## config.mk

```make
export PLATFORM = sky130hd
export DESIGN_NAME = seq_multiplier
export DESIGN_NICKNAME = d
export VERILOG_FILES = /design/src/verilog/mult_pkg.sv /design/src/verilog/mult_control.sv /design/src/verilog/multiplier_shifter.sv /design/src/verilog/partial_product_acc.sv /design/src/verilog/seq_multiplier.sv
export SDC_FILE = /design/constraint.sdc
export NUM_CORES = 1
export LEC_CHECK = 0
export ABC_AREA = 1
export CAP_MARGIN = 20
export CORE_MARGIN = 2
export CORE_UTILIZATION = 34
export DETAILED_ROUTE_END_ITERATION = 7
export DONT_BUFFER_PORTS = 1
export RECOVER_POWER = 100
export SLEW_MARGIN = 20
export SYNTH_ARGS = -nofsm -noshare
export SYNTH_HDL_FRONTEND = slang
export SYNTH_SLANG_ARGS = --single-unit
```

## constraint.sdc

```tcl
create_clock -name i_clk -period 1.6 [get_ports i_clk]
set_input_delay 0.32 -clock i_clk [delete_from_list [all_inputs] [get_ports i_clk]]
set_output_delay 0.32 -clock i_clk [all_outputs]
set_load 0.02 [all_outputs]
```

## src/verilog/mult_pkg.sv

```systemverilog
package mult_pkg;

	// Operand width used when the top level does not override P_WIDTH.
	localparam int DEFAULT_WIDTH = 8;

	// Controller states of the shift-and-add sequence.
	// IDLE waits for a start strobe while ready is high.
	// INIT requests the operand load and the partial product clear.
	// ADD_SHIFT issues one step per cycle until the exit condition holds.
	typedef enum logic [1:0] {
		IDLE      = 2'd0,
		INIT      = 2'd1,
		ADD_SHIFT = 2'd2
	} state_e;

	// Strobes from the controller to both datapath modules.
	// The load strobe samples both operands into their registers.
	// The clean strobe zeroes the partial product and its shift count.
	// The step strobe performs one add and shift.
	// The show strobe copies the aligned product into the result register.
	typedef struct packed {
		logic load;
		logic clean;
		logic step;
		logic show;
	} ctrl_t;

	// Strobe values held by the controller while in reset.
	// Clean stays high so the accumulator is cleared during reset.
	localparam ctrl_t CTRL_RESET = '{
		load:  1'b0,
		clean: 1'b1,
		step:  1'b0,
		show:  1'b0
	};

	// Strobe values with nothing requested.
	localparam ctrl_t CTRL_IDLE = '{
		load:  1'b0,
		clean: 1'b0,
		step:  1'b0,
		show:  1'b0
	};

endpackage

```

## src/verilog/mult_control.sv

```systemverilog
`timescale 1ns/1ps

module mult_control
	import mult_pkg::*;
#(
	parameter int P_WIDTH = DEFAULT_WIDTH
) (
	input  logic  i_clk,
	input  logic  i_rst,
	input  logic  i_start,
	input  logic  i_done,
	output ctrl_t o_ctrl,
	output logic  o_ready
);

	// The step counter has to reach P_WIDTH itself.
	localparam int P_CNTW = $clog2(P_WIDTH + 1);

	typedef logic [P_CNTW-1:0] cnt_t;

	localparam cnt_t LP_MAX_CNT = cnt_t'(P_WIDTH);

	state_e r_state;
	ctrl_t  r_ctrl;
	logic   r_ready;
	cnt_t   r_count;
	logic   w_accept;
	logic   w_exit;

	// A start strobe counts only while the ready level is up.
	assign w_accept = i_start && r_ready;

	// At least one step must have been issued before the multiplier bits
	// can be trusted, since i_done is stale in the first ADD_SHIFT cycle.
	assign w_exit = (r_count != '0) && ((r_count >= LP_MAX_CNT) || i_done);

	always_ff @(posedge i_clk or negedge i_rst) begin : state_machine
		if (!i_rst) begin
			r_state <= IDLE;
		end else begin
			case (r_state)
				IDLE: begin
					if (w_accept)
						r_state <= INIT;
				end
				INIT: begin
					r_state <= ADD_SHIFT;
				end
				ADD_SHIFT: begin
					if (w_exit)
						r_state <= IDLE;
				end
				default: begin
					r_state <= IDLE;
				end
			endcase
		end
	end : state_machine

	// Every strobe is registered one cycle behind the state that sets it.
	always_ff @(posedge i_clk or negedge i_rst) begin : outputs
		if (!i_rst) begin
			r_ctrl  <= CTRL_RESET;
			r_ready <= 1'b0;
			r_count <= '0;
		end else begin
			case (r_state)
				IDLE: begin
					r_ctrl  <= CTRL_IDLE;
					r_ready <= !w_accept;
					r_count <= '0;
				end
				INIT: begin
					r_ctrl       <= CTRL_IDLE;
					r_ctrl.load  <= 1'b1;
					r_ctrl.clean <= 1'b1;
					r_ready      <= 1'b0;
					r_count      <= '0;
				end
				ADD_SHIFT: begin
					// The step issued from the exit cycle is the last one.
					r_ctrl       <= CTRL_IDLE;
					r_ctrl.step  <= !w_exit;
					r_ctrl.show  <= w_exit;
					r_ready      <= 1'b0;
					r_count      <= r_count + 1'b1;
				end
				default: begin
					r_ctrl  <= CTRL_IDLE;
					r_ready <= 1'b0;
					r_count <= '0;
				end
			endcase
		end
	end : outputs

	assign o_ctrl  = r_ctrl;
	assign o_ready = r_ready;

	// Operands must not be reloaded while a new start could be accepted.
	a_load_not_ready: assert property (
		@(posedge i_clk) disable iff (!i_rst)
		!(r_ctrl.load && r_ready)
	);

	// The result capture is a single pulse per multiplication.
	a_show_single: assert property (
		@(posedge i_clk) disable iff (!i_rst)
		r_ctrl.show |=> !r_ctrl.show
	);

endmodule

```

## src/verilog/multiplier_shifter.sv

```systemverilog
`timescale 1ns/1ps

module multiplier_shifter
	import mult_pkg::*;
#(
	parameter int P_WIDTH = DEFAULT_WIDTH
) (
	input  logic               i_clk,
	input  logic               i_rst,
	input  ctrl_t              i_ctrl,
	input  logic [P_WIDTH-1:0] i_multiplier,
	output logic               o_bit,
	output logic               o_done
);

	typedef logic [P_WIDTH-1:0] operand_t;

	operand_t r_mplr;
	operand_t w_mplr_next;

	// Each step exposes the next higher multiplier bit at position zero.
	assign w_mplr_next = r_mplr >> 1;

	// The register feeds the controller's exit test, so it is cleared
	// in reset to keep o_done defined before the first load.
	always_ff @(posedge i_clk or negedge i_rst) begin
		if (!i_rst) begin
			r_mplr <= '0;
		end else if (i_ctrl.load) begin
			r_mplr <= i_multiplier;
		end else if (i_ctrl.step) begin
			r_mplr <= w_mplr_next;
		end
	end

	assign o_bit = r_mplr[0];

	// No bits left to add means the remaining steps are plain shifts.
	assign o_done = (r_mplr == '0);

	// Done must hold until the next load so the early exit is stable.
	a_done_sticky: assert property (
		@(posedge i_clk) disable iff (!i_rst)
		(o_done && !i_ctrl.load) |=> o_done
	);

endmodule

```

## src/verilog/partial_product_acc.sv

```systemverilog
`timescale 1ns/1ps

module partial_product_acc
	import mult_pkg::*;
#(
	parameter int P_WIDTH = DEFAULT_WIDTH
) (
	input  logic                 i_clk,
	input  logic                 i_rst,
	input  ctrl_t                i_ctrl,
	input  logic                 i_bit,
	input  logic [P_WIDTH-1:0]   i_multiplicand,
	output logic [2*P_WIDTH-1:0] o_product
);

	localparam int P_SHW = $clog2(P_WIDTH + 1);

	typedef logic [P_WIDTH-1:0]   operand_t;
	typedef logic [2*P_WIDTH-1:0] product_t;
	typedef logic [P_WIDTH:0]     sum_t;
	typedef logic [P_SHW-1:0]     shift_t;

	localparam shift_t LP_FULL_SHIFTS = shift_t'(P_WIDTH);

	operand_t r_mcand;
	product_t r_acc;
	product_t r_result;
	shift_t   r_shifts;
	operand_t w_addend;
	sum_t     w_sum;
	product_t w_acc_next;
	shift_t   w_skip;

	assign w_addend = i_bit ? r_mcand : '0;

	// The upper half plus the multiplicand keeps its carry in the top bit.
	assign w_sum = {1'b0, r_acc[2*P_WIDTH-1:P_WIDTH]} + {1'b0, w_addend};

	// Carry and sum move down one place and the lowest bit drops out.
	assign w_acc_next = {w_sum, r_acc[P_WIDTH-1:1]};

	// Steps that an early exit skipped would only have shifted right.
	assign w_skip = LP_FULL_SHIFTS - r_shifts;

	// Clean is held high by the controller during reset, which clears
	// the partial product before the first operation.
	always_ff @(posedge i_clk) begin
		if (i_ctrl.load)
			r_mcand <= i_multiplicand;
		if (i_ctrl.clean)
			r_acc <= '0;
		else if (i_ctrl.step)
			r_acc <= w_acc_next;
	end

	always_ff @(posedge i_clk or negedge i_rst) begin
		if (!i_rst) begin
			r_shifts <= '0;
		end else if (i_ctrl.clean) begin
			r_shifts <= '0;
		end else if (i_ctrl.step) begin
			r_shifts <= r_shifts + 1'b1;
		end
	end

	// The aligned product is held here until the next show.
	always_ff @(posedge i_clk or negedge i_rst) begin
		if (!i_rst) begin
			r_result <= '0;
		end else if (i_ctrl.show) begin
			r_result <= r_acc >> w_skip;
		end
	end

	assign o_product = r_result;

	// The visible product may only move right after a show strobe.
	a_result_on_show: assert property (
		@(posedge i_clk) disable iff (!i_rst)
		!$stable(r_result) |-> $past(i_ctrl.show)
	);

endmodule

```

## src/verilog/seq_multiplier.sv

```systemverilog
`timescale 1ns/1ps

module seq_multiplier
	import mult_pkg::*;
#(
	parameter int P_WIDTH = DEFAULT_WIDTH
) (
	input  logic                 i_clk,
	input  logic                 i_rst,
	input  logic                 i_start,
	input  logic [P_WIDTH-1:0]   i_multiplicand,
	input  logic [P_WIDTH-1:0]   i_multiplier,
	output logic                 o_ready,
	output logic                 o_show,
	output logic [2*P_WIDTH-1:0] o_product
);

	// Strobes shared by the controller and both datapath halves.
	ctrl_t w_ctrl;

	// Current multiplier bit for the adder.
	logic w_bit;

	// Remaining multiplier bits are all zero.
	logic w_done;

	mult_control #(
		.P_WIDTH (P_WIDTH)
	) u_control (
		.i_clk   (i_clk),
		.i_rst   (i_rst),
		.i_start (i_start),
		.i_done  (w_done),
		.o_ctrl  (w_ctrl),
		.o_ready (o_ready)
	);

	multiplier_shifter #(
		.P_WIDTH (P_WIDTH)
	) u_shifter (
		.i_clk        (i_clk),
		.i_rst        (i_rst),
		.i_ctrl       (w_ctrl),
		.i_multiplier (i_multiplier),
		.o_bit        (w_bit),
		.o_done       (w_done)
	);

	partial_product_acc #(
		.P_WIDTH (P_WIDTH)
	) u_acc (
		.i_clk          (i_clk),
		.i_rst          (i_rst),
		.i_ctrl         (w_ctrl),
		.i_bit          (w_bit),
		.i_multiplicand (i_multiplicand),
		.o_product      (o_product)
	);

	// The show strobe doubles as the completion pulse.
	assign o_show = w_ctrl.show;

endmodule

```

== Word level (Yosys, flattened, before mapping) ==
Index checks and enable logic that the tools add are counted.
Operators by class
  multiplexer cells: 11
  reductions and logical operators: 11
  shift operators: 1
  equal/unequal tests: 4
  order comparisons: 1
  $add $sub $neg: 4
Operators with widths (count)
  two-way mux 8 bit: 3
  right shift 16 x 4 -> 16 bit: 1
  two-way mux 4 bit: 3
  adder 8 x 8 -> 9 bit: 1
  adder 4 x 1 -> 4 bit (second input constant): 2
  zero test 8 bit: 1
  one-hot mux 4 bit (2 select lines): 1
  one-hot mux 2 bit (3 select lines): 1
  >= comparator 4 bit (second input constant): 1
  two-way mux 2 bit: 2
  != test 2 x 1 -> 1 bit (second input constant): 2
  nonzero test 2 bit: 2
  nonzero test 4 bit: 1
  subtractor 4 bit (first input constant): 1
  == test 2 x 1 -> 1 bit (second input constant): 1
  == test 2 bit (second input constant): 1
  logical AND 1 bit: 2
  zero test 1 bit: 2
  zero test 2 bit: 1
  AND reduction 2 bit: 1
  logical OR 1 bit: 1
  two-way mux 1 bit: 1
Storage, ports and cells
  flip-flop bits (word level): 63
  word-level logic and storage cells: 44

== Longest topological paths before layout ==
Gate-level depths: netlist (run 1).
  word-level depth: 5
  gate-level depth with buffers: 13

== By module ==
A second synthesis (run 1) with hierarchy kept.
Second synthesis, totals
  cells, all modules: 469
  area total of the unflattened synthesis: 3513.4 um^2
By module, submodules not included
  partial_product_acc: instances 1, cells an instance 371, area an instance 2660.1 um^2
  mult_control: instances 1, cells an instance 45, area an instance 441.7 um^2
  multiplier_shifter: instances 1, cells an instance 53, area an instance 411.6 um^2

== Worst setup path before layout (run 1) ==
OpenSTA, ideal clock, no wires.
  path kind: flip-flop to flip-flop
  start: register u_acc.r_shifts[0]
  end: register u_acc.r_result[7] (netlist: u_acc.o_product[7])
  cell stages (with the launch flop): 11
  setup time: 77 ps
  data required time: 1523 ps
  data arrival time: 1617 ps
  path slack: -94 ps
  cell sequence: dfrtp_1 buf_6 inv_6 buf_6 ha_1 inv_1 buf_2 nand3_1 nor2_1 a21oi_1 a21oi_1
On the way
  word-level cells in the longest chain between the ends: 2
Ends and longest elaborated chain
  start, declared: RTL line partial_product_acc.sv:28  | shift_t r_shifts;
  start signal, assigned: RTL line partial_product_acc.sv:62  | r_shifts <= r_shifts + 1'b1;
  subtractor 4 bit: RTL line partial_product_acc.sv:43  | assign w_skip = LP_FULL_SHIFTS - r_shifts;
  right shift 16 x 4 -> 16 bit: RTL line partial_product_acc.sv:71  | r_result <= r_acc >> w_skip;
  end signal, assigned: RTL line partial_product_acc.sv:71
  end, declared: RTL line partial_product_acc.sv:27  | product_t r_result;
Every way passes these cells.
A chain may end at the register's enable or synchronous reset.

== Worst setup path in the final report (run 1) ==
  start: register u_shifter.r_mplr[0]
  end: register u_acc.r_acc[9]
On the way
  word-level cells in the longest chain between the ends: 2
Ends and longest elaborated chain
  start, declared: RTL line multiplier_shifter.sv:18  | operand_t r_mplr;
  start signal, assigned: RTL line multiplier_shifter.sv:30  | r_mplr <= i_multiplier;
  start signal, assigned: RTL line multiplier_shifter.sv:32  | r_mplr <= w_mplr_next;
  two-way mux 8 bit: RTL line partial_product_acc.sv:34  | assign w_addend = i_bit ? r_mcand : '0;
  adder 8 x 8 -> 9 bit: RTL line partial_product_acc.sv:37  | assign w_sum = {1'b0, r_acc[2*P_WIDTH-1:P_WIDTH]} + {1'b0, w_addend};
  end signal, assigned: RTL line partial_product_acc.sv:53  | r_acc <= w_acc_next;
  end, declared: RTL line partial_product_acc.sv:26  | product_t r_acc;
Every way passes these cells.

==> results.env, run 1 <==
WORSTREGTOREGCELLS=10
GLOBALROUTE.TOTALOVERFLOW=0
CTS_ROOT_BUFFER='clkbuf_8'
CLOCK_TREE.HTREE_LEVEL_COUNT=3
DETAIL_ROUTE.ITER0.VIOLATIONS=125
PRE_CTS_SLACK_PS=-36.5
DRT-TOTAL-WL_MM=7.94
SYNTH.TOP_CELLS.BY_AREA='dfrtp_1 (27%), nand2_1 (14%), dfxtp_1 (9.1%)'
GRT_SETUP_UNREPAIRED='yes'
GLOBALROUTETOTALUTIL_PCT=15.2
FIRST_PASS_GRT_WIRE_LENGTH_MM=13.8
HOLD_END='u_acc.r_mcand[4]'
TIMING_WORST_SLEW_PIN_VALUE_PS=996
SYNTH-SEQ-CELLS=63
CLKTRANSATPATHREGS_PS=70
GP_CONGESTION=0.800
SETUP_WS_PS=-67.6
MIN_FROM='i_multiplicand[4]'
DETAILROUTE.VIA_COUNT=3138
N_ANTENNA_CELL=0
MAXIMUM_NUMBER_OF_PINS_ON_ONE_NET_BEFORE_GLOBAL_ROUTE_REPAIR=40
CTS_INSERTED_BUFFERS=9
WIRE_PER_INST_MICRONS=12.3
CELL_AREA_PLACED_SQ_UM=3820
INITIAL_ANTENNA_VIOLATION_COUNT=0
CTSLONGESTPATHBUFFERS=2
WORSTPATHMAXFANOUT=3
FP.DIEAREA_SQ_UM=11200
CRIT_PATH_END_KIND='flip-flop'
DETAIL_ROUTE.FIRST_PASS.ITERATIONS=4
SYNTH_AREA_SQ_UM=3520
SYNTH-EDFF-COUNT=8
REQUIRED_PS=1840
R2R-START='u_shifter.r_mplr[0]'
TIMING.FINAL.CRIT_SHARE_PCT=104
DRC=0
STDCELL_AREA_SQ_UM=4260
CLKSINKCOUNT=63
FINAL_MAX_SLEW_VIOL_COUNT=0
SETUP-VIOLATIONS-FINAL=6
SYN_NETS=508
SYNTH.YOSYS.SEQ_AREA_SHARE_PCT=43.6
SYNTH_TOP_AREA_CELL='dfrtp_1'
ARRIVAL_PS=1910
SYN_AVG_CELL_AREA_SQ_UM=7.45
SYNTH.LIB_CELLS_USED.DISTINCT=35
SYNTH_LARGEST_TYPE_AREA_FRACTION_PCT=27.0
WORST_HOLD_PATH.NUM_CELLS=0
SYNTHCELLS=473
SYNTHTOLAYOUTAREAGROWTH_PCT=20.9
HOLDCRITPATHCLASS='in -> reg'
SYNTHFLOPTYPE='dfrtp_1'
SYNTH_MOST_COMMON_CELL='nand2_1'
LAYOUT-DRIVE-GT1-SHARE_PCT=19.4
CLOCK-SKEW-FINAL_PS=9.89
VIOLATIONS='negative setup slack'
SHARE_OF_ASYNC_SETTABLE_OR_ASYNC_RESETTABLE_FLOPS_AFTER_SYNTHESIS_PCT=61.9
TRITONCTS_CLOCK_TREE='built'
SETUP.REG_TO_REG.WORST_SLACK_PS=-70
CORE.ROWCOUNT=37
CLOCK_LATENCY_PS=340
PEAKVDDDROP_mV=0.913
TIMING.SLEW.HEADROOM_PCT=33.6
NUMBER_OF_INPUT_AND_OUTPUT_PORT_BUFFERS_INSERTED=0
ANT_NETS=0
WORSTSETUPSTARTPOINTTYPE='flip-flop'
DIE_WIDTH_MICRONS=106
MAX-CAP-VIOLATIONS=0
INITIAL_CORE_UTIL_PCT=34.6
RUN_STATUS='finished with violations'
NUMBER_OF_GLOBAL_ROUTE_VIAS_BEFORE_REPAIR=3063
CORE_REGION_AREA_SQ_UM=10200
IO_PINS=37
CRIT_PATH_START='u_shifter.r_mplr[0]'
SYNTH-WARNING-COUNT=0
POST-ROUTE-MIN-PERIOD_PS=1670
FINALNETCOUNT=541
CELLLEAKAGEPOWER_nW=2.09
REG2REG_TO='u_acc.r_acc[9]'
SETUP.WORST_PATH.CLASS='reg -> reg'
VERT_DIE_DIM_MICRONS=106
MAXCLOCKFREQUENCY_GHz=0.600
POWER_DENSITY_nW_PER_UM2=1730
LAYOUT.FILLER_CELLS=1056
VIAS_PER_CELL=4.85
TIMING_HOLD_VIOLATIONS_FINAL=0
DPL.HPWL_MM=5.58
SYNTH_TOP_CELLS_BY_COUNT='nand2_1 (131), nand3_1 (60), inv_1 (51)'
[how the worst max path moves through the flow]
stage,to,slack [ps],cells after the start
finish,u_acc.r_acc[9],-70,10
global route,u_acc.r_acc[9],-190,10
CTS,u_acc.r_acc[15],-10,12
detailed placement,u_acc.r_acc[10],-40,9
global placement,u_acc.r_acc[14],-30,12
floorplan,u_acc.r_acc[11],10,12
[per-stage QoR]
stage               hold slack, ps  total power, mW  std cells  util [%]  TNS (ps)
finish                        67.6             7.39        647      41.8      -133
global route                  54.0             8.08        647      41.8     -1650
CTS                           50.0             7.18        638      40.6     -13.5
detailed placement            25.4             5.58        618      37.5      -137
global placement              25.4             5.54        618      37.5     -36.0
floorplan                     24.4             4.69        473         -         0
[power by group]
| group | total [mW] | internal (mW) | switching (mW) |
|---|---|---|---|
| sequential | 2.35 | 2.03 | 0.319 |
| clock | 1.38 | 0.756 | 0.620 |
| combinational | 3.66 | 1.53 | 2.13 |
[worst max-delay path, cell delays in order, from the launching register on]
cell and delay [ps]:
dfrtp_1 360, nand2_1 60, inv_1 60, ha_2 170
inv_2 40, fa_2 340, buf_4 150, buf_6 100
xnor2_1 110, o21ai_1 130, inv_1 50
[registers in the layout (all words and copies together) (netlist names)]
name / count
u_acc.r_acc: 16
u_acc.o_product: 16
u_control.r_count: 4
u_shifter.r_mplr: 8
u_control.o_ctrl: 4
u_control.o_ready: 1
u_acc.r_shifts: 4
u_control.r_state: 2
u_acc.r_mcand: 8
[what timing repair did]
| item | in CTS | in global routing |
|---|---|---|
| hold buffers | 2 | 0 |
| endpoints found under the setup margin | 6 | 22 |
| resized for setup | 12 | 27 |
| gates cloned | 0 | 1 |
| setup buffers | 2 | 9 |
| hold endpoints to repair | 39 | 0 |
| pin swaps | 1 | 12 |
[placed cells by master (no fill, tap or decap), drive strengths merged, types with 2 or more instances in the layout]
cell,n
ha,15
inv,55
o22ai,4
edfxtp,8
dfxtp,16
buf,35
xnor2,2
nand4,3
a211oi,2
a21oi,21
nor2,50
o21ai,33
nand2,136
clkinv,3
dfrtp,38
nand3,62
clkbuf,17
[layer usage]
metal | vias up | part of all wire [%] | global-route usage [%]
met5 | - | 0 | 0
met4 | 0 | 1.6 | 5.36
met3 | 14 | 4.1 | 3.40
met2 | 66 | 48 | 25.8
met1 | 1469 | 46 | 19.0
li1 | 1589 | - | -
[layout make-up]
cell class                      instances  area, sq um  share of cell area, %
Multi-Input combinational cell        336         1810                   42.6
Sequential cell                        63         1540                   36.1
Timing Repair Buffer                   41          335                   7.87
Inverter                               55          214                   5.02
Tap cell                              136          170                   3.99
Clock buffer                           12          145                   3.41
Clock inverter                          4         45.0                   1.06
[logic make-up after synthesis]
| kind of cell | after synthesis | synth area share, % |
|---|---|---|
| flops | 63 | 43.6 |
| xor+xnor | 3 | 0.746 |
| fa+ha+maj | 16 | 5.89 |
| buf+inv | 74 | 9.55 |
| simple gates | 253 | 30.5 |
| compound gates | 64 | 9.69 |
No activity file was read; power rests on OpenSTA's default activity.
==> inputs of run 2 (changes only) <==
--- a/config.mk
+++ b/config.mk
@@ -12,6 +12,7 @@
 export DETAILED_ROUTE_END_ITERATION = 7
 export DONT_BUFFER_PORTS = 1
 export RECOVER_POWER = 100
+export REMOVE_ABC_BUFFERS = 1
 export SLEW_MARGIN = 20
 export SYNTH_ARGS = -nofsm -noshare
 export SYNTH_HDL_FRONTEND = slang
==> run 2 against run 1 <==
The flow still finishes with violations (negative setup slack). Setup slack improved by 33 ps. Core utilization decreased by 0.31 points. Register-to-register slack improved by 30 ps. Clock power increased by 6%.
==> results.env, run 2 (same netlist as run 1, synthesis figures left out) <==
CLKSINKCOUNT=63  # unchanged
POWER.SWITCHING_FRACTION_PCT=41.1  # -0.53 points
NUMBER_OF_GLOBAL_ROUTE_VIAS_BEFORE_REPAIR=3039  # -0.78%
CRIT_PATH_START='u_acc.r_mcand[0]'
DETAILROUTE.VIA_COUNT=3084  # -1.7%
PEAKVDDDROP_mV=0.852  # -6.7%
FIRST_PASS_GRT_WIRE_LENGTH_MM=13.9  # +0.45%
FINAL_UTIL_PCT=41.5  # -0.31 points
ARRIVAL_PS=1920  # about the same
SETUP_WS_PS=-35.0  # +32.6 ps
VERT_DIE_DIM_MICRONS=106  # unchanged
GP_CONGESTION=0.832  # +3.9%
TRITONCTS_CLOCK_TREE='built'
SETUP.WORST_PATH.CLASS='reg -> reg'
MAXIMUM_NUMBER_OF_PINS_ON_ONE_NET_BEFORE_GLOBAL_ROUTE_REPAIR=40  # unchanged
WORSTSETUPSTARTPOINTTYPE='flip-flop'
DETAIL_ROUTE.ITER0.VIOLATIONS=77  # -38%
DRT-TOTAL-WL_MM=7.90  # -0.55%
NUMBER_OF_INPUT_AND_OUTPUT_PORT_BUFFERS_INSERTED=0  # unchanged
CLOCK-SKEW-FINAL_PS=7.94  # -1.94 ps
HOLDCRITPATHCLASS='in -> reg'
SETUP-VIOLATIONS-FINAL=2  # -4
CTS_ROOT_BUFFER='clkbuf_8'
GLOBALROUTE.TOTALOVERFLOW=0  # unchanged
MIN_FROM='i_multiplicand[6]'
FINAL_COMMON_CELL='nand2_1'
STDCELL_AREA_SQ_UM=4230  # -0.73%
TIMING_HOLD_VIOLATIONS_FINAL=0  # unchanged
CLOCK_TREE.HTREE_LEVEL_COUNT=3  # unchanged
PRE_CTS_SLACK_PS=-49.6  # -13.1 ps
RUN_STATUS='finished with violations'
FINAL_MAX_SLEW_VIOL_COUNT=0  # unchanged
P_INT_mW=4.37  # +1.3%
SWITCHINGPOWER_mW=3.05  # -0.85%
DETAIL_ROUTE.FIRST_PASS.ITERATIONS=4  # unchanged
CELLLEAKAGEPOWER_nW=2.05  # -1.7%
FP.DIEAREA_SQ_UM=11200  # unchanged
MAX-CAP-VIOLATIONS=0  # unchanged
DPL.HPWL_MM=5.56  # -0.44%
CORE.ROWCOUNT=37  # unchanged
TOTAL_POWER_mW=7.42  # +0.42%
TIMING.HOLD.WS_PS=74.6  # +6.97 ps
FINALNETCOUNT=534  # -1.3%
PLACED_CELLS=616  # -0.32%
CRIT_PATH_END_KIND='flip-flop'
TIMING.SETUP.TNS_PS=-58.1  # +74.4 ps
POST_LAYOUT_NONFILLER_INSTANCES=640  # -1.1%
CLKTRANSATPATHREGS_PS=70  # about the same
DRC=0  # unchanged
R2R-START='u_acc.r_mcand[0]'
SYNTHTOLAYOUTAREAGROWTH_PCT=20.0
INITIAL_ANTENNA_VIOLATION_COUNT=0  # unchanged
CORE_REGION_AREA_SQ_UM=10200  # unchanged
TIMING.SLEW.HEADROOM_PCT=34.7  # +1.1 points
VIOLATIONS='negative setup slack'
N_ANTENNA_CELL=0  # unchanged
DIE_WIDTH_MICRONS=106  # unchanged
POWER.CLOCK.FRACTION_PCT=19.7  # +1.1 points
GLOBALROUTETOTALUTIL_PCT=15.3  # +0.088 points
POWER_DENSITY_nW_PER_UM2=1750  # +1.2%
TIMING_WORST_SLEW_PIN_VALUE_PS=979  # -17.2 ps
INITIAL_CORE_UTIL_PCT=34.6  # unchanged
REQUIRED_PS=1880  # +40 ps
PWR-SHARE-COMB_PCT=48.9  # -0.7 points
LAYOUT-DRIVE-GT1-SHARE_PCT=19.0  # -0.33 points
GRT_SETUP_UNREPAIRED='yes'
IO_PINS=37  # unchanged
COMMONEST_CELLS_AFTER_ROUTING_FILL_AND_TAPS_ASIDE='nand2_1 (123), nand3_1 (53), nor2_1 (46), inv_1 (45), dfrtp_1 (38)'
MAXCLOCKFREQUENCY_GHz=0.612  # +2.0%
WIRE_PER_INST_MICRONS=12.3  # +0.53%
SEQ_POWER_SHARE_PCT=31.4  # -0.4 points
CLOCK_LATENCY_PS=340  # about the same
CELL_AREA_PLACED_SQ_UM=3790  # -0.79%
POST-ROUTE-MIN-PERIOD_PS=1640  # -32.6 ps
TIMING.FINAL.CRIT_SHARE_PCT=102  # -2.0 points
ANT_NETS=0  # unchanged
CTS_INSERTED_BUFFERS=9  # unchanged
CTSLONGESTPATHBUFFERS=2  # unchanged
WORSTPATHMAXFANOUT=2  # -1
VIAS_PER_CELL=4.82  # -0.65%
-- run 2: power groups by stage --
stage | logic (mW) | clock network [mW] | registers [mW]
after floorplan | 2.07 | 0 | 2.39
after global placement | 3.14 | 0 | 2.34
after detailed placement | 3.19 | 0 | 2.34
after CTS | 3.36 | 1.52 | 2.33
after global routing | 4.17 | 1.57 | 2.39
final | 3.63 | 1.46 | 2.33
-- run 2: worst paths after layout --
check / endpoint / slack [ps] / cells past startpoint
worst min-delay path: u_acc.r_mcand[6] / 70 / 0
worst max-delay path: u_acc.r_acc[13] / -40 / 12
worst max register to register: u_acc.r_acc[13] / -40 / 12
worst min register to register: u_control.r_count[0] / 500 / 1
min in group asynchronous: u_acc.r_shifts[1] / 670 / 2
max in group asynchronous: u_control.r_count[3] / 300 / 2
-- run 2: what timing repair did --
item                       in CTS  in global routing
hold buffers                    2                  0
hold endpoints to repair       39                  0
buffers inserted                1                  5
resized for setup              13                 39
setup endpoints to repair      11                 22
pin swaps                       1                  8
-- run 2: layout make-up --
cell class / instances / area (sq um)
multi-input cells: 336 / 1810
inverters: 55 / 214
fillers: 1076 / 5960
repair buffers: 34 / 292
flip-flops and latches: 63 / 1540
clock buffers: 11 / 131
well taps: 136 / 170
clock inverters: 5 / 72.6
-- run 2: critical path, stage by stage, from the launching register on --
cell and delay, ps:
edfxtp_1 340, nand2_1 60, inv_1 70, ha_2 190, inv_2 40, fa_2 340, inv_2 70, nand4_1 100
nand3_1 120, nand2_1 90, nand3_2 70, nand2_1 50, inv_1 40
-- run 2: routing by layer --
layer / share of wire, % / GRT usage [%]
met5: 0 / 0
met4: 0.76 / 3.57
met3: 4.0 / 4.58
met2: 50 / 26.4
met1: 46 / 18.8
==> inputs of run 3 (changes only) <==
--- a/config.mk
+++ b/config.mk
@@ -6,11 +6,11 @@
 export NUM_CORES = 1
 export LEC_CHECK = 0
 export ABC_AREA = 1
+export BUFFER_PORTS_ARGS = -buffer_cell sky130_fd_sc_hd__buf_2
 export CAP_MARGIN = 20
 export CORE_MARGIN = 2
 export CORE_UTILIZATION = 34
 export DETAILED_ROUTE_END_ITERATION = 7
-export DONT_BUFFER_PORTS = 1
 export RECOVER_POWER = 100
 export REMOVE_ABC_BUFFERS = 1
 export SLEW_MARGIN = 20
==> run 3 against run 2 <==
The run still ends with negative setup slack left. Maximum frequency shrank 2.7%. Wire length shrank 0.66%. Count of clock-buffer cells in the layout is the same. Critical path type unchanged. Largest power group unchanged.
==> results.env, run 3 (same netlist as run 1, synthesis figures left out) <==
TIMING.CRITICAL_PATH.BUF_INV=4  # unchanged
WIRE_PER_INST_MICRONS=11.8  # -4.7%
DRC=0  # unchanged
SEQCELLAREA_SQ_UM=1540  # unchanged
CLKTRANSATPATHREGS_PS=70  # about the same
SETUP-VIOLATIONS-FINAL=3  # +1
FIRST_PASS_GRT_WIRE_LENGTH_MM=13.5  # -2.8%
CELLLEAKAGEPOWER_nW=2.10  # +2.4%
CLOCK-SKEW-FINAL_PS=9.09  # +1.15 ps
INITIAL_ANTENNA_VIOLATION_COUNT=0  # unchanged
VIAS_PER_CELL=4.74  # -1.6%
MULTI_INPUT_COMB_AREA_SQ_UM=1760  # -2.8%
LAYOUT.FILLER_CELLS=1071  # -0.46%
N_ANTENNA_CELL=0  # unchanged
POWER_DENSITY_nW_PER_UM2=1730  # -1.3%
HOLDCRITPATHCLASS='in -> reg'
ARRIVAL_PS=1920  # about the same
FINAL_MAX_SLEW_VIOL_COUNT=0  # unchanged
FP.DIEAREA_SQ_UM=11200  # unchanged
COMMONEST_CELLS_AFTER_ROUTING_FILL_AND_TAPS_ASIDE='nand2_1 (127), nand3_1 (59), inv_1 (48), nor2_1 (47), dfrtp_1 (38)'
DETAILROUTE.VIA_COUNT=3163  # +2.6%
SLOWEST_DELAY_PS=380  # +40 ps
CLKSINKCOUNT=63  # unchanged
CORE.ROWCOUNT=37  # unchanged
WORSTSETUPSTARTPOINTTYPE='flip-flop'
IO_PINS=37  # unchanged
CTS_ROOT_BUFFER='clkbuf_8'
DRT-TOTAL-WL_MM=7.85  # -0.66%
TIMING_WORST_SLEW_PIN_VALUE_PS=995  # +16.2 ps
VIOLATIONS='negative setup slack'
DETAIL_ROUTE.FIRST_PASS.ITERATIONS=4  # unchanged
PEAKVDDDROP_mV=0.848  # -0.46%
TIMING.HOLD.WS_PS=144  # +69.2 ps
CTS_INSERTED_BUFFERS=9  # unchanged
RUN_STATUS='finished with violations'
LAYOUT-DRIVE-GT1-SHARE_PCT=17.1  # -1.9 points
CLOCK_LATENCY_PS=350  # about the same
CRIT_PATH_END_KIND='flip-flop'
SLOWEST_STAGE='dfrtp_1'
GRT_SETUP_UNREPAIRED='yes'
NUMBER_OF_INPUT_AND_OUTPUT_PORT_BUFFERS_INSERTED=36  # +36
MAXCLOCKFREQUENCY_GHz=0.595  # -2.7%
GLOBALROUTETOTALUTIL_PCT=14.9  # -0.38 points
DETAIL_ROUTE.ITER0.VIOLATIONS=140  # +82%
CLOCK_TREE.HTREE_LEVEL_COUNT=3  # unchanged
DIE_WIDTH_MICRONS=106  # unchanged
GP_CONGESTION=0.806  # -3.1%
VERT_DIE_DIM_MICRONS=106  # unchanged
FINAL_COMMON_CELL='nand2_1'
INITIAL_CORE_UTIL_PCT=34.6  # unchanged
MAXIMUM_NUMBER_OF_PINS_ON_ONE_NET_BEFORE_GLOBAL_ROUTE_REPAIR=40  # unchanged
CP_TOP_FAMILY='simple AND/OR/NAND/NOR gates'
GLOBALROUTE.TOTALOVERFLOW=0  # unchanged
FINALNETCOUNT=561  # +5.1%
TIMING.FINAL.CRIT_SHARE_PCT=105  # +2.8 points
NUMBER_OF_GLOBAL_ROUTE_VIAS_BEFORE_REPAIR=3050  # +0.36%
ANT_NETS=0  # unchanged
MAX-CAP-VIOLATIONS=0  # unchanged
CTSLONGESTPATHBUFFERS=2  # unchanged
SETUP.WORST_PATH.CLASS='reg -> reg'
SETUP_WS_PS=-80.4  # -45.4 ps
PRE_CTS_SLACK_PS=-86.7  # -37.1 ps
TIMING.SLEW.HEADROOM_PCT=33.6  # -1.1 points
CORE_REGION_AREA_SQ_UM=10200  # unchanged
DPL.HPWL_MM=5.71  # +2.7%
POST-ROUTE-MIN-PERIOD_PS=1680  # +45.4 ps
WORSTPATHMAXFANOUT=9  # +7
SYNTHTOLAYOUTAREAGROWTH_PCT=21.2
TRITONCTS_CLOCK_TREE='built'
WORSTPATHCELLLIST='buf_4, nand2_1, inv_1, ha_4, nand2_1, inv_1, nand4_1, nand4_1, nand3_1, nand2_1, inv_1'
REQUIRED_PS=1840  # -40 ps
TIMING_HOLD_VIOLATIONS_FINAL=0  # unchanged
==> run 3: path summary, 6_finish.rpt <==
check                                          from                  end  slack (ps)  cells past startpoint
worst max-delay path            u_shifter.r_mplr[0]      u_acc.r_acc[13]         -80                     11
worst min-delay path              i_multiplicand[3]     u_acc.r_mcand[3]         140                      1
worst max register to register  u_shifter.r_mplr[0]      u_acc.r_acc[13]         -80                     11
worst min register to register   u_acc.o_product[8]   u_acc.o_product[8]         480                      2
max in group asynchronous                     i_rst  u_shifter.r_mplr[1]         760                      2
min in group asynchronous                     i_rst    u_acc.r_shifts[0]         210                      2
==> run 3: worst register-to-register path, stage by stage (launching register included) <==
cell     delay [ps]
dfrtp_1         380
buf_4           160
nand2_1          70
inv_1            70
ha_4            300
nand2_1          50
inv_1            70
nand4_1         150
nand4_1         140
nand3_1          90
nand2_1          60
inv_1            40
==> run 3: cell type report <==
class | count | share of cell area [%]
multi-input combinational | 336 | 41.2
clock inverter | 5 | 1.79
sequential | 63 | 36.0
inverter | 55 | 4.89
tap | 136 | 3.99
timing repair buffer | 61 | 8.26
clock buffer | 11 | 3.81
==> run 3: metal layers <==
layer	track usage [%]	wire, microns	up-vias
li1	-	-	1634
met1	18.6	3760	1476
met2	25.5	3750	46
met3	3.96	260	7
met4	3.85	83	0
met5	0	0	-
==> run 3: power breakdown <==
part	leakage [nW]	total [mW]	switching, mW	internal, mW
clock	0.125	1.65	0.637	1.01
sequential	0.724	2.31	0.280	2.03
combinational	1.25	3.44	2.08	1.36
==> run 3: metrics by stage <==
stage	TNS [ps]	util (%)	cell area [sq um]	power, mW	std cells
floorplan	-8100	-	3400	4.46	454
global placement	-137	38.6	3940	5.48	649
detailed placement	-371	38.6	3940	5.54	649
CTS	-11.0	41.7	4250	7.37	665
global route	-1650	41.9	4270	8.09	667
finish	-125	41.9	4270	7.40	667
==> run 3: timing repair <==
action,CTS,global route
pin swaps,1,3
hold buffers,0,0
gates resized for setup,11,16
setup endpoints to repair,8,22
setup buffers,0,2
hold endpoints to repair,0,0
